<file path="config.mk">
export PLATFORM = sky130hd
export DESIGN_NAME = point_sequencer
export DESIGN_NICKNAME = d
export VERILOG_FILES = /design/src/design/geo_pkg.sv /design/src/design/point_sequencer.sv
export SDC_FILE = /design/constraint.sdc
export NUM_CORES = 1
export LEC_CHECK = 0
export BUFFER_PORTS_ARGS = -buffer_cell sky130_fd_sc_hd__buf_2
export CAP_MARGIN = 30
export CORE_AREA = 2 2 144 146
export CTS_CLUSTER_DIAMETER = 30
export CTS_CLUSTER_SIZE = 40
export DETAILED_ROUTE_END_ITERATION = 7
export DIE_AREA = 0 0 146 148
export PLACE_DENSITY = 0.77
export SYNTH_ARGS = -nofsm -noshare
export SYNTH_HDL_FRONTEND = slang
export SYNTH_SLANG_ARGS = --single-unit
export TNS_END_PERCENT = 30
</file>
<file path="constraint.sdc">
create_clock -name clk -period 5.47 [get_ports clk]
set_clock_uncertainty 0.15 [all_clocks]
set_input_delay 0 -clock clk [delete_from_list [all_inputs] [get_ports clk]]
set_output_delay 0 -clock clk [all_outputs]
set_load 0.01 [all_outputs]
</file>
<file path="src/design/geo_pkg.sv">
`default_nettype none

package geo_pkg;

	// one coordinate in degrees, 8 integer and 16 fraction bits
	localparam int coord_w = 24;

	typedef logic [coord_w-1:0] coord_t;

	// unsigned 0.64 fraction
	// used for cosines, squared half angles and the haversine term
	typedef logic [63:0] frac64_t;

	// pi/180 as a 0.16 fraction
	localparam logic [15:0] rad_per_deg = 16'h0477;

	// half angle in radians, 0.32
	localparam int angle_w = 32;

endpackage

`default_nettype wire

</file>
<file path="src/design/point_sequencer.sv">
`timescale 1ns/1ps
`default_nettype none

module point_sequencer
	import geo_pkg::*;
(
	input  logic    clk,
	input  logic    reset_n,
	input  logic    den,
	input  coord_t  lon_in,
	input  coord_t  lat_in,
	input  logic    lookup_done,
	input  frac64_t cos_lat,
	input  logic    core_done,
	output logic    busy,
	output logic    lookup_start,
	output coord_t  lookup_lat,
	output logic    core_start,
	output coord_t  prev_lat,
	output coord_t  prev_lon,
	output coord_t  cur_lat,
	output coord_t  cur_lon,
	output frac64_t prev_cos,
	output frac64_t cur_cos
);

	localparam logic [1:0] st_idle = 2'd0;
	localparam logic [1:0] st_lookup = 2'd1;
	localparam logic [1:0] st_core = 2'd2;

	logic [1:0] state;
	logic have_prev;
	logic accept;
	logic first_done;
	logic pair_done;
	logic lookup_pending;

	assign accept = state == st_idle && den;
	assign first_done = state == st_lookup && lookup_done && !have_prev;
	assign pair_done = state == st_core && core_done;

	assign lookup_lat = cur_lat;

	always_ff @(posedge clk or negedge reset_n) begin
		if (!reset_n) begin
			state <= st_idle;
			have_prev <= 1'b0;
			busy <= 1'b0;
			lookup_start <= 1'b0;
			core_start <= 1'b0;
		end else begin
			lookup_start <= 1'b0;
			core_start <= 1'b0;
			case (state)
				st_idle: begin
					if (den) begin
						busy <= 1'b1;
						lookup_start <= 1'b1;
						state <= st_lookup;
					end
				end
				st_lookup: begin
					if (lookup_done) begin
						if (have_prev) begin
							core_start <= 1'b1;
							state <= st_core;
						end else begin
							// first point only fills the previous slot
							have_prev <= 1'b1;
							busy <= 1'b0;
							state <= st_idle;
						end
					end
				end
				st_core: begin
					if (core_done) begin
						busy <= 1'b0;
						state <= st_idle;
					end
				end
				default: state <= st_idle;
			endcase
		end
	end

	always_ff @(posedge clk) begin
		if (accept) begin
			cur_lat <= lat_in;
			cur_lon <= lon_in;
		end
		if (state == st_lookup && lookup_done)
			cur_cos <= cos_lat;
		// current point and its cosine move to the previous slot
		if (first_done || pair_done) begin
			prev_lat <= cur_lat;
			prev_lon <= cur_lon;
			prev_cos <= first_done ? cos_lat : cur_cos;
		end
	end

	// open from lookup_start until lookup_done
	always_ff @(posedge clk or negedge reset_n) begin
		if (!reset_n)
			lookup_pending <= 1'b0;
		else if (lookup_start)
			lookup_pending <= 1'b1;
		else if (lookup_done)
			lookup_pending <= 1'b0;
	end

	// one lookup at a time
	assert property (@(posedge clk) disable iff (!reset_n)
		lookup_start |-> !lookup_pending);

endmodule

`default_nettype wire

</file>
# After elaboration in Yosys (flattened, before gate mapping)
# Index checks and enable logic that the tools add are counted.
[totals]
word_cells = 44
in_bits = 117
output_inout_bits = 251
ff_bits = 230
[op_classes]
n_eq_ne = 6
n_mux = 16
reduce_logical = 11
[ops]
columns = ["op", "count"]
rows = [
  ["$mux 64", 1],
  ["$mux 1", 9],
  ["$mux 2", 4],
  ["$ne 2x2->1 const B", 4],
  ["$pmux 2 s3", 1],
  ["$reduce_and 5->1", 1],
  ["$logic_and 1x1->1", 4],
  ["$pmux 1 s3", 1],
  ["$reduce_and 3->1", 1],
  ["$reduce_bool 3->1", 1],
  ["$eq 2x1->1 const B", 1],
  ["$eq 2x2->1 const B", 1],
  ["$logic_not 2->1", 1],
  ["$reduce_and 2->1", 1],
  ["$logic_not 1->1", 1],
  ["$logic_or 1x1->1", 1],
]

# Logic depth before layout (Yosys ltp)
# Gate-level depths: netlist of the first run.
[logic_depth]
depth_word = 4
mapped_depth = 7
mapped_depth_nobuf = 5

# Worst setup path before layout of the first run
# OpenSTA, ideal clock, no wires.
[synth_path]
path_type = "reg-to-reg"
startpoint = "register state[1]"
endpoint = "register prev_cos[0], enable pin"
arrival_time_ns = 4.089
path_buffers = 2
setup_ns = 0.475
stages_incl_launch_ff = 8
required_time_ns = 4.845
path_slack_ns = 0.756
period_less_slack_ns = 4.714
path_cell_list = "dfrtp_1 > inv_1 > ha_1 > and2_4 > nand2b_4 > buf_12 > buf_12 > nand2_1"
[synth_via]
elab_chain_len = 4
word_cells_on_any_way = 6
classes_between = "2 x eq/ne; 4 x reduce/logical"
[synth_rtl]
columns = ["element", "line", "rtl"]
rows = [
  ["from (decl)", "point_sequencer.sv:31", "logic [1:0] state;"],
  ["from (signal assigned)", "point_sequencer.sv:46", "state <= st_idle;"],
  ["from (signal assigned)", "point_sequencer.sv:59", "state <= st_lookup;"],
  ["from (signal assigned)", "point_sequencer.sv:66", "state <= st_core;"],
  ["$eq 2x1->1", "point_sequencer.sv:39", "assign first_done = state == st_lookup && lookup_done && !have_prev;"],
  ["$logic_and 1x1->1 (2 in a row)", "point_sequencer.sv:39", ""],
  ["$logic_or 1x1->1 (*)", "point_sequencer.sv:94", "if (first_done || pair_done) begin"],
  ["to (signal assigned)", "point_sequencer.sv:97", "prev_cos <= first_done ? cos_lat : cur_cos;"],
  ["to (decl)", "point_sequencer.sv:23", "output frac64_t prev_cos,"],
]
# Mark *: on every way between the ends. The rest lies on a longest branch, timed or not.
# A chain may end at the register's enable or synchronous reset.

# Worst setup path in the final report of the first run
[layout_path]
startpoint = "register state[1]"
endpoint = "register prev_cos[32], enable pin"
# The elaborated chain is that of the path after synthesis.

==> Implementation_results.wiki, run 1 <==
{| class="wikitable"
! Metric !! Value
|-
| Run status || finished, final reports clean
|-
| Max-Slew Margin vs Limit || 0.379
|-
| Worst reg2reg path endpoint || prev_cos[32]$_DFFE_PP_
|-
| Register bit count reported by yosys || 230
|-
| Proportion of layout cells with a drive suffix above 1 || 0.573
|-
| Yosys top cell area share || 0.811
|-
| Initial DRC count || 307
|-
| Final-layout setup total negative slack || 0 ns
|-
| Maximum vdd ir drop || 0.412 mV
|-
| Capturing element of the worst setup path || prev_cos[32]$_DFFE_PP_
|-
| Post-Route WL || 22900 um
|-
| RePlAce Congestion || 0.807
|-
| RSZ-0062 raised after global routing || false
|-
| Total standard cell area after synthesis || 0.00830 sq mm
|-
| Largest net degree at the start of global routing || 66
|-
| WP data arrival || 2.83 ns
|-
| Synthesized area per cell || 23.6 sq um
|-
| Critical Path Start Type || flip-flop
|-
| Hpwl dp || 13700 um
|-
| Pwr Density || 465 mW/mm^2
|-
| Clock root buffer || clkbuf_16
|-
| Portion of the post-synthesis area used by sequential elements || 0.829
|-
| Standard-cell rows || 52
|-
| Register-to-register path setup slack || 2.64 ns
|-
| Initial Util || 0.414
|-
| Launch point of the worst hold path || lat_in[12]
|-
| Cells taking the most area after synthesis || edfxtp_1 81%, mux2_4 8.9%, buf_4 2.2%
|-
| Number of global-route vias before repair || 5713
|-
| Total Nets Final || 980
|-
| CTS HTree Levels || 2
|-
| Final cycle utilization of the critical path || 0.517
|-
| Number of failing hold endpoints at the final stage || 0
|-
| Maximum fanout along the worst path || 58
|-
| Vias after detailed routing || 5345
|-
| Mean number of vias per cell || 4.60
|-
| Area growth from synthesis to final layout || 55.1%
|-
| Max-cap check violation count || 0
|-
| Cell count after synthesis || 352
|-
| Family with the most delay on the worst path || simple AND/OR/NAND/NOR gates
|-
| Ordered list of cells on the worst path || inv_1 -> ha_1 -> and2_4 -> nand2b_4 -> nand2_4 -> buf_12
|-
| Max clock buf depth || 3
|-
| CTS tree || done
|-
| Core Box Area || 0.0200 sq mm
|-
| Buffer and inverter count on the worst path || 2
|-
| Largest area contributor in the netlist || edfxtp_1
|-
| Die Y || 148 um
|-
| Worst-Margin Slew || 0.931 ns
|-
| Number of antenna violations at the first check in global routing || 1
|-
| Final setup violation count || 0
|-
| Leakage power figure || 5.46 nW
|-
| Global-route wire length before repair || 33400 um
|-
| Overall die area || 0.0216 sq mm
|-
| Class of the most critical hold timing path || in2reg
|-
| Synth Net Count || 474
|-
| Crit. path cell count || 6
|-
| Clock insertion delay at the later pin of the skew report || 0.51 ns
|-
| Master of the slowest instance on the critical path || nand2_4
|-
| Req. time, crit path || 5.48 ns
|-
| FF-to-FF path depth || 6
|-
| Capturing element type of the critical path || flip-flop
|-
| Slew Viols, Final || 0
|-
| Highest Clock Rate || 0.354 GHz
|-
| Total congestion overflow || 0
|-
| Type of the worst setup path || reg2reg
|-
| Boundary Pins || 368
|-
| Util after Layout || 0.642
|-
| Number of DRC violations after detailed routing || 0
|-
| Average wire length per cell after detail routing || 19.7 um
|-
| Buffers added on ports || 367
|-
| Worst r2r src || state[1]$_DFFE_PN0P_
|-
| Number of sinks on the clock net || 230
|-
| Yosys warns || 0
|-
| Router iterations before antenna repair || 4
|-
| Delay of the slowest critical-path stage || 0.69 ns
|-
| CTS clock-pin slew for the worst setup and hold paths || 0.05 ns
|-
| Number of cells traversed by the worst hold path || 2
|-
| Width of the chip || 146 um
|-
| Post-synthesis cell type count || 23
|-
| Total global routing track utilization || 0.201
|-
| Final critical path time including I/O delays and setup || 2.83 ns
|-
| Antenna-violating nets left || 0
|-
| Launching instance or port of the critical path || state[1]$_DFFE_PN0P_
|-
| Post-CTS setup repair buffer count || 0
|-
| Number of CTS-inserted buffers || 45
|}
through the flow:
step	worst slack [ns]	std cells	hold slack, ns	total power, mW	area (sq um)
2_1_floorplan	0.756	352	-0.446	2.92	8300
3_3_place_gp	2.73	962	-0.319	3.27	10200
3_5_place_dp	2.65	962	-0.314	3.30	10200
4_1_cts	2.62	1162	0.0228	5.99	12900
5_1_grt	2.46	1163	0.0395	6.19	12900
6_report	2.64	1163	0.0488	5.98	12900
where the power goes:
part / total [mW] / leakage (nW) / internal (mW) / switching [mW]
Clock: 2.61 / 0.703 / 1.74 / 0.872
Sequential: 2.45 / 2.13 / 2.32 / 0.126
Combinational: 0.921 / 2.63 / 0.388 / 0.533
Total: 5.98 / 5.46 / 4.45 / 1.53
flip-flops by register name, indices dropped and copies added, names as in the netlist:
| signal | flops |
|---|---|
| cur_cos | 64 |
| core_start | 1 |
| busy | 1 |
| have_prev | 1 |
| cur_lon | 24 |
| prev_cos | 64 |
| cur_lat | 24 |
| lookup_start | 1 |
| state | 2 |
| prev_lat | 24 |
| prev_lon | 24 |
synth_stat cells:
| master | number |
|---|---|
| and2_1 | 1 |
| buf_12 | 6 |
| a21oi_1 | 2 |
| edfxtp_1 | 224 |
| o21bai_1 | 1 |
| and2_4 | 1 |
| buf_4 | 24 |
| nand2_1 | 2 |
| and2b_1 | 1 |
| a41oi_1 | 1 |
| ha_1 | 5 |
| o2111ai_1 | 1 |
| o211ai_1 | 1 |
| and3_1 | 1 |
| mux2_2 | 16 |
| inv_1 | 4 |
| nand2b_4 | 1 |
| or2_2 | 1 |
| mux2i_1 | 1 |
| mux2_4 | 49 |
| nand2b_1 | 2 |
| buf_2 | 1 |
| dfrtp_1 | 6 |
placed cells by master (no fill, tap or decap):
master | synthesis | final
buf_2 | 1 | 367
edfxtp_1 | 224 | 224
dlygate4sd3_1 | 0 | 119
mux2_4 | 49 | 49
clkbuf_16 | 0 | 45
mux2_2 | 16 | 16
clkinv_2 | 0 | 8
clkinv_1 | 0 | 7
dfrtp_1 | 6 | 6
ha_1 | 5 | 5
clkinvlp_4 | 0 | 5
bufinv_16 | 0 | 5
inv_1 | 4 | 4
inv_6 | 0 | 4
clkbuf_1 | 0 | 4
clkinv_4 | 0 | 3
buf_4 | 24 | 3
nand2b_1 | 2 | 2
a21oi_1 | 2 | 2
diode_2 | 0 | 1
and2_4 | 1 | 1
nand2b_4 | 1 | 1
and2_2 | 0 | 1
nand2_1 | 2 | 1
nand2_4 | 0 | 1
and3_1 | 1 | 1
or2_2 | 1 | 1
o211ai_1 | 1 | 1
o2111ai_1 | 1 | 1
mux2i_1 | 1 | 1
and2b_1 | 1 | 1
a41oi_1 | 1 | 1
o21bai_1 | 1 | 1
buf_12 | 6 | 1
logic make-up after synthesis:
| kind of cell | share of synthesized area |
|---|---|
| muxes | 0.112 |
| DFF | 0.829 |
| adders and majority gates | 0.00754 |
| AOI/OAI and AO/OA | 0.00513 |
| buffers and inverters | 0.0386 |
| and+or+nand+nor | 0.00830 |
worst min-delay path by stage:
stage	endpoint	slack (ns)
6_report	cur_lat[12]$_DFFE_PP_	0.05
4_1_cts	cur_lon[11]$_DFFE_PP_	0.02
2_1_floorplan	busy$_DFFE_PN0P_	-0.45
5_1_grt	cur_lon[13]$_DFFE_PP_	0.04
3_5_place_dp	busy$_DFFE_PN0P_	-0.31
3_3_place_gp	busy$_DFFE_PN0P_	-0.32
layout make-up:
class / count / area [sq um]
fillers: 1369 / 7170
multi-input cells: 87 / 1110
inverters: 4 / 15.0
clock buffers: 49 / 1140
clock inverters: 32 / 315
well taps: 270 / 338
flip-flops and latches: 230 / 6880
diodes: 1 / 2.50
repair buffers: 490 / 3070
layer usage:
metal  track usage  vias to the layer above  routed length [um]
li1              -                     2387                   -
met1         0.238                     2640                8440
met2         0.364                      274               12300
met3        0.0444                       44                1590
met4        0.0680                        0                 518
met5             0                        -                   0
what timing repair did:
item | 4_1_cts | 5_1_grt
hold buffers | 119 | 0
gates resized for setup | 0 | 0
hold endpoints to repair | 186 | 0
Power figures use the tool's default switching activity.
==> inputs of run 2 (changes only) <==
Clock period 5.47 ns to 2.86 ns, I/O delays scaled along.
==> Implementation_results.wiki, run 2 (synthesized netlist as in run 1, its figures left out) <==
{| class="wikitable"
! Metric !! Value
|-
| Class of the most critical hold timing path || in2reg
|-
| Mean number of vias per cell || 4.57 (-0.60%)
|-
| CTS HTree Levels || 2 (unchanged)
|-
| Final critical path time including I/O delays and setup || 2.47 ns (-0.353 ns)
|-
| Final Instance Count excl. Fillers || 1161 (-0.17%)
|-
| Commonest non-fill, non-tap cells in the layout || 367 x buf_2, 224 x edfxtp_1, 119 x dlygate4sd3_1
|-
| Number of cells traversed by the worst hold path || 2 (unchanged)
|-
| Maximum fanout along the worst path || 4 (-93%)
|-
| Final setup violation count || 0 (unchanged)
|-
| Design Area, Final || 0.0129 sq mm (+0.53%)
|-
| Initial DRC count || 230 (-25%)
|-
| Width of the chip || 146 um (unchanged)
|-
| Final cycle utilization of the critical path || 0.865 (+0.348)
|-
| Global-route wire length before repair || 32500 um (-2.5%)
|-
| Number of DRC violations after detailed routing || 0 (unchanged)
|-
| FF-to-FF path depth || 7 (+1)
|-
| Top layer used by detailed routing || met4
|-
| Delay of the slowest critical-path stage || 0.57 ns (-0.12 ns)
|-
| Sum of internal, switching and leakage power || 11.6 mW (+93%)
|-
| Met3 WL post-DR || 1370 um (-14%)
|-
| Max-cap check violation count || 0 (unchanged)
|-
| Max-Slew Margin vs Limit || 0.407 (+0.0276)
|-
| RSZ-0062 raised after global routing || false
|-
| Hpwl dp || 13900 um (+1.5%)
|-
| Leading registers by flop count || cur_cos: 64 flops, prev_cos: 64 flops
|-
| Capturing element type of the critical path || flip-flop
|-
| Number of CTS-inserted buffers || 41 (-8.9%)
|-
| Largest net degree at the start of global routing || 66 (unchanged)
|-
| Clock root buffer || clkbuf_16
|-
| Leakage power figure || 5.50 nW (+0.73%)
|-
| Detailed route wirelength on metal2 || 12000 um (-3.0%)
|-
| Maximum vdd ir drop || 0.444 mV (+7.7%)
|-
| Total inserted antenna cells || 0 (-1)
|-
| Number of antenna violations at the first check in global routing || 0 (-1)
|-
| Final-layout setup total negative slack || 0 ns (unchanged)
|-
| Pre-CTS setup slack || 0.641 ns (-2.01 ns)
|-
| Req. time, crit path || 3.09 ns (-2.39 ns)
|-
| Post-CTS setup repair buffer count || 0 (unchanged)
|-
| Average wire length per cell after detail routing || 19.3 um (-1.9%)
|-
| Post-route worst setup slack || 0.387 ns (-2.26 ns)
|-
| Clock insertion delay at the later pin of the skew report || 0.50 ns (about the same)
|-
| Proportion of layout cells with a drive suffix above 1 || 0.570 (-0.00272)
|-
| Boundary Pins || 368 (unchanged)
|-
| Post-Place Cell Area || 0.0103 sq mm (+0.62%)
|-
| WP data arrival || 2.71 ns (-0.12 ns)
|-
| Number of gates given a new drive strength after cts || 0 (unchanged)
|-
| Vias after detailed routing || 5304 (-0.77%)
|-
| Total Nets Final || 980 (unchanged)
|-
| Standard-cell rows || 52 (unchanged)
|-
| CTS clock-pin slew for the worst setup and hold paths || 0.05 ns (about the same)
|-
| Wl on met1 || 8520 um (+0.96%)
|-
| Most common cell after layout, fill and taps aside || buf_2
|-
| Number of global-route vias before repair || 5493 (-3.9%)
|-
| Run status || finished, final reports clean
|-
| Critical Path Start Type || flip-flop
|-
| Highest Clock Rate || 0.404 GHz (+14%)
|-
| Max clock buf depth || 3 (unchanged)
|-
| Master of the slowest instance on the critical path || dlygate4sd3_1
|-
| RePlAce Congestion || 0.782 (-3.1%)
|-
| Router iterations before antenna repair || 4 (unchanged)
|-
| Initial Util || 0.414 (unchanged)
|-
| Type of the worst setup path || reg2reg
|-
| CTS tree || done
|-
| Number of failing hold endpoints at the final stage || 0 (unchanged)
|-
| Ordered list of cells on the worst path || inv_1 -> ha_1 -> nand2b_1 -> a21oi_1 -> dlygate4sd3_1 -> o21bai_1 -> dlygate4sd3_1
|-
| Final worst hold slack || 0.0506 ns (+0.00180 ns)
|-
| Core Box Area || 0.0200 sq mm (unchanged)
|-
| Placed cell count || 966 (+0.42%)
|-
| Number of sinks on the clock net || 230 (unchanged)
|-
| Total global routing track utilization || 0.195 (-0.00540)
|-
| Die Y || 148 um (unchanged)
|-
| Util after Layout || 0.645 (+0.00337)
|-
| Pwr Density || 893 mW/mm^2 (+92%)
|-
| Area growth from synthesis to final layout || 55.9%
|-
| Overall die area || 0.0216 sq mm (unchanged)
|-
| Post-Route WL || 22400 um (-2.0%)
|-
| Number of buffers added to fix hold violations after cts || 119 (unchanged)
|-
| Total congestion overflow || 0 (unchanged)
|-
| Most prevalent standard cell on the critical path || dlygate4sd3_1
|-
| Slew Viols, Final || 0 (unchanged)
|-
| Antenna-violating nets left || 0 (unchanged)
|-
| Worst-Margin Slew || 0.889 ns (-0.0414 ns)
|-
| Buffers added on ports || 367 (unchanged)
|}
[run 2: per-layer routing]
layer  global-route usage  up-vias
li1                     -     2383
met1                0.230     2615
met5                    0        -
met2                0.353      257
met4               0.0680        0
met3               0.0454       49
[run 2: final timing paths]
path	start	endpoint	slack, ns
min reg2reg	cur_lon[12]$_DFFE_PP_	prev_lon[12]$_DFFE_PP_	0.29
max in group asynchronous	reset_n	have_prev$_DFFE_PN0N_	2.06
max reg2reg	state[0]$_DFFE_PN0P_	state[1]$_DFFE_PN0P_	0.39
max	state[0]$_DFFE_PN0P_	state[1]$_DFFE_PN0P_	0.39
min	lon_in[1]	cur_lon[1]$_DFFE_PP_	0.05
min in group asynchronous	reset_n	core_start$_DFF_PN0_	0.28
[run 2: power by group]
part | internal [mW] | switching, mW
sequential | 4.43 | 0.231
combinational | 0.761 | 1.01
clock | 3.53 | 1.58
[run 2: worst max-delay path, delay by kind of cell, from the launching register on]
family,cells,cell delay (ns)
adders and majority gates,1,0.22
and+or+nand+nor,1,0.14
buffers and inverters,3,1.22
DFF,1,0.39
AOI/OAI and AO/OA,2,0.23
[run 2: area by class of cell]
| type | instances | area [sq um] |
|---|---|---|
| Fill cell | 1380 | 7100 |
| Multi-Input combinational cell | 87 | 1120 |
| Clock buffer | 48 | 1090 |
| Timing Repair Buffer | 494 | 3130 |
| Sequential cell | 230 | 6880 |
| Inverter | 4 | 15.0 |
| Tap cell | 270 | 338 |
| Clock inverter | 28 | 368 |
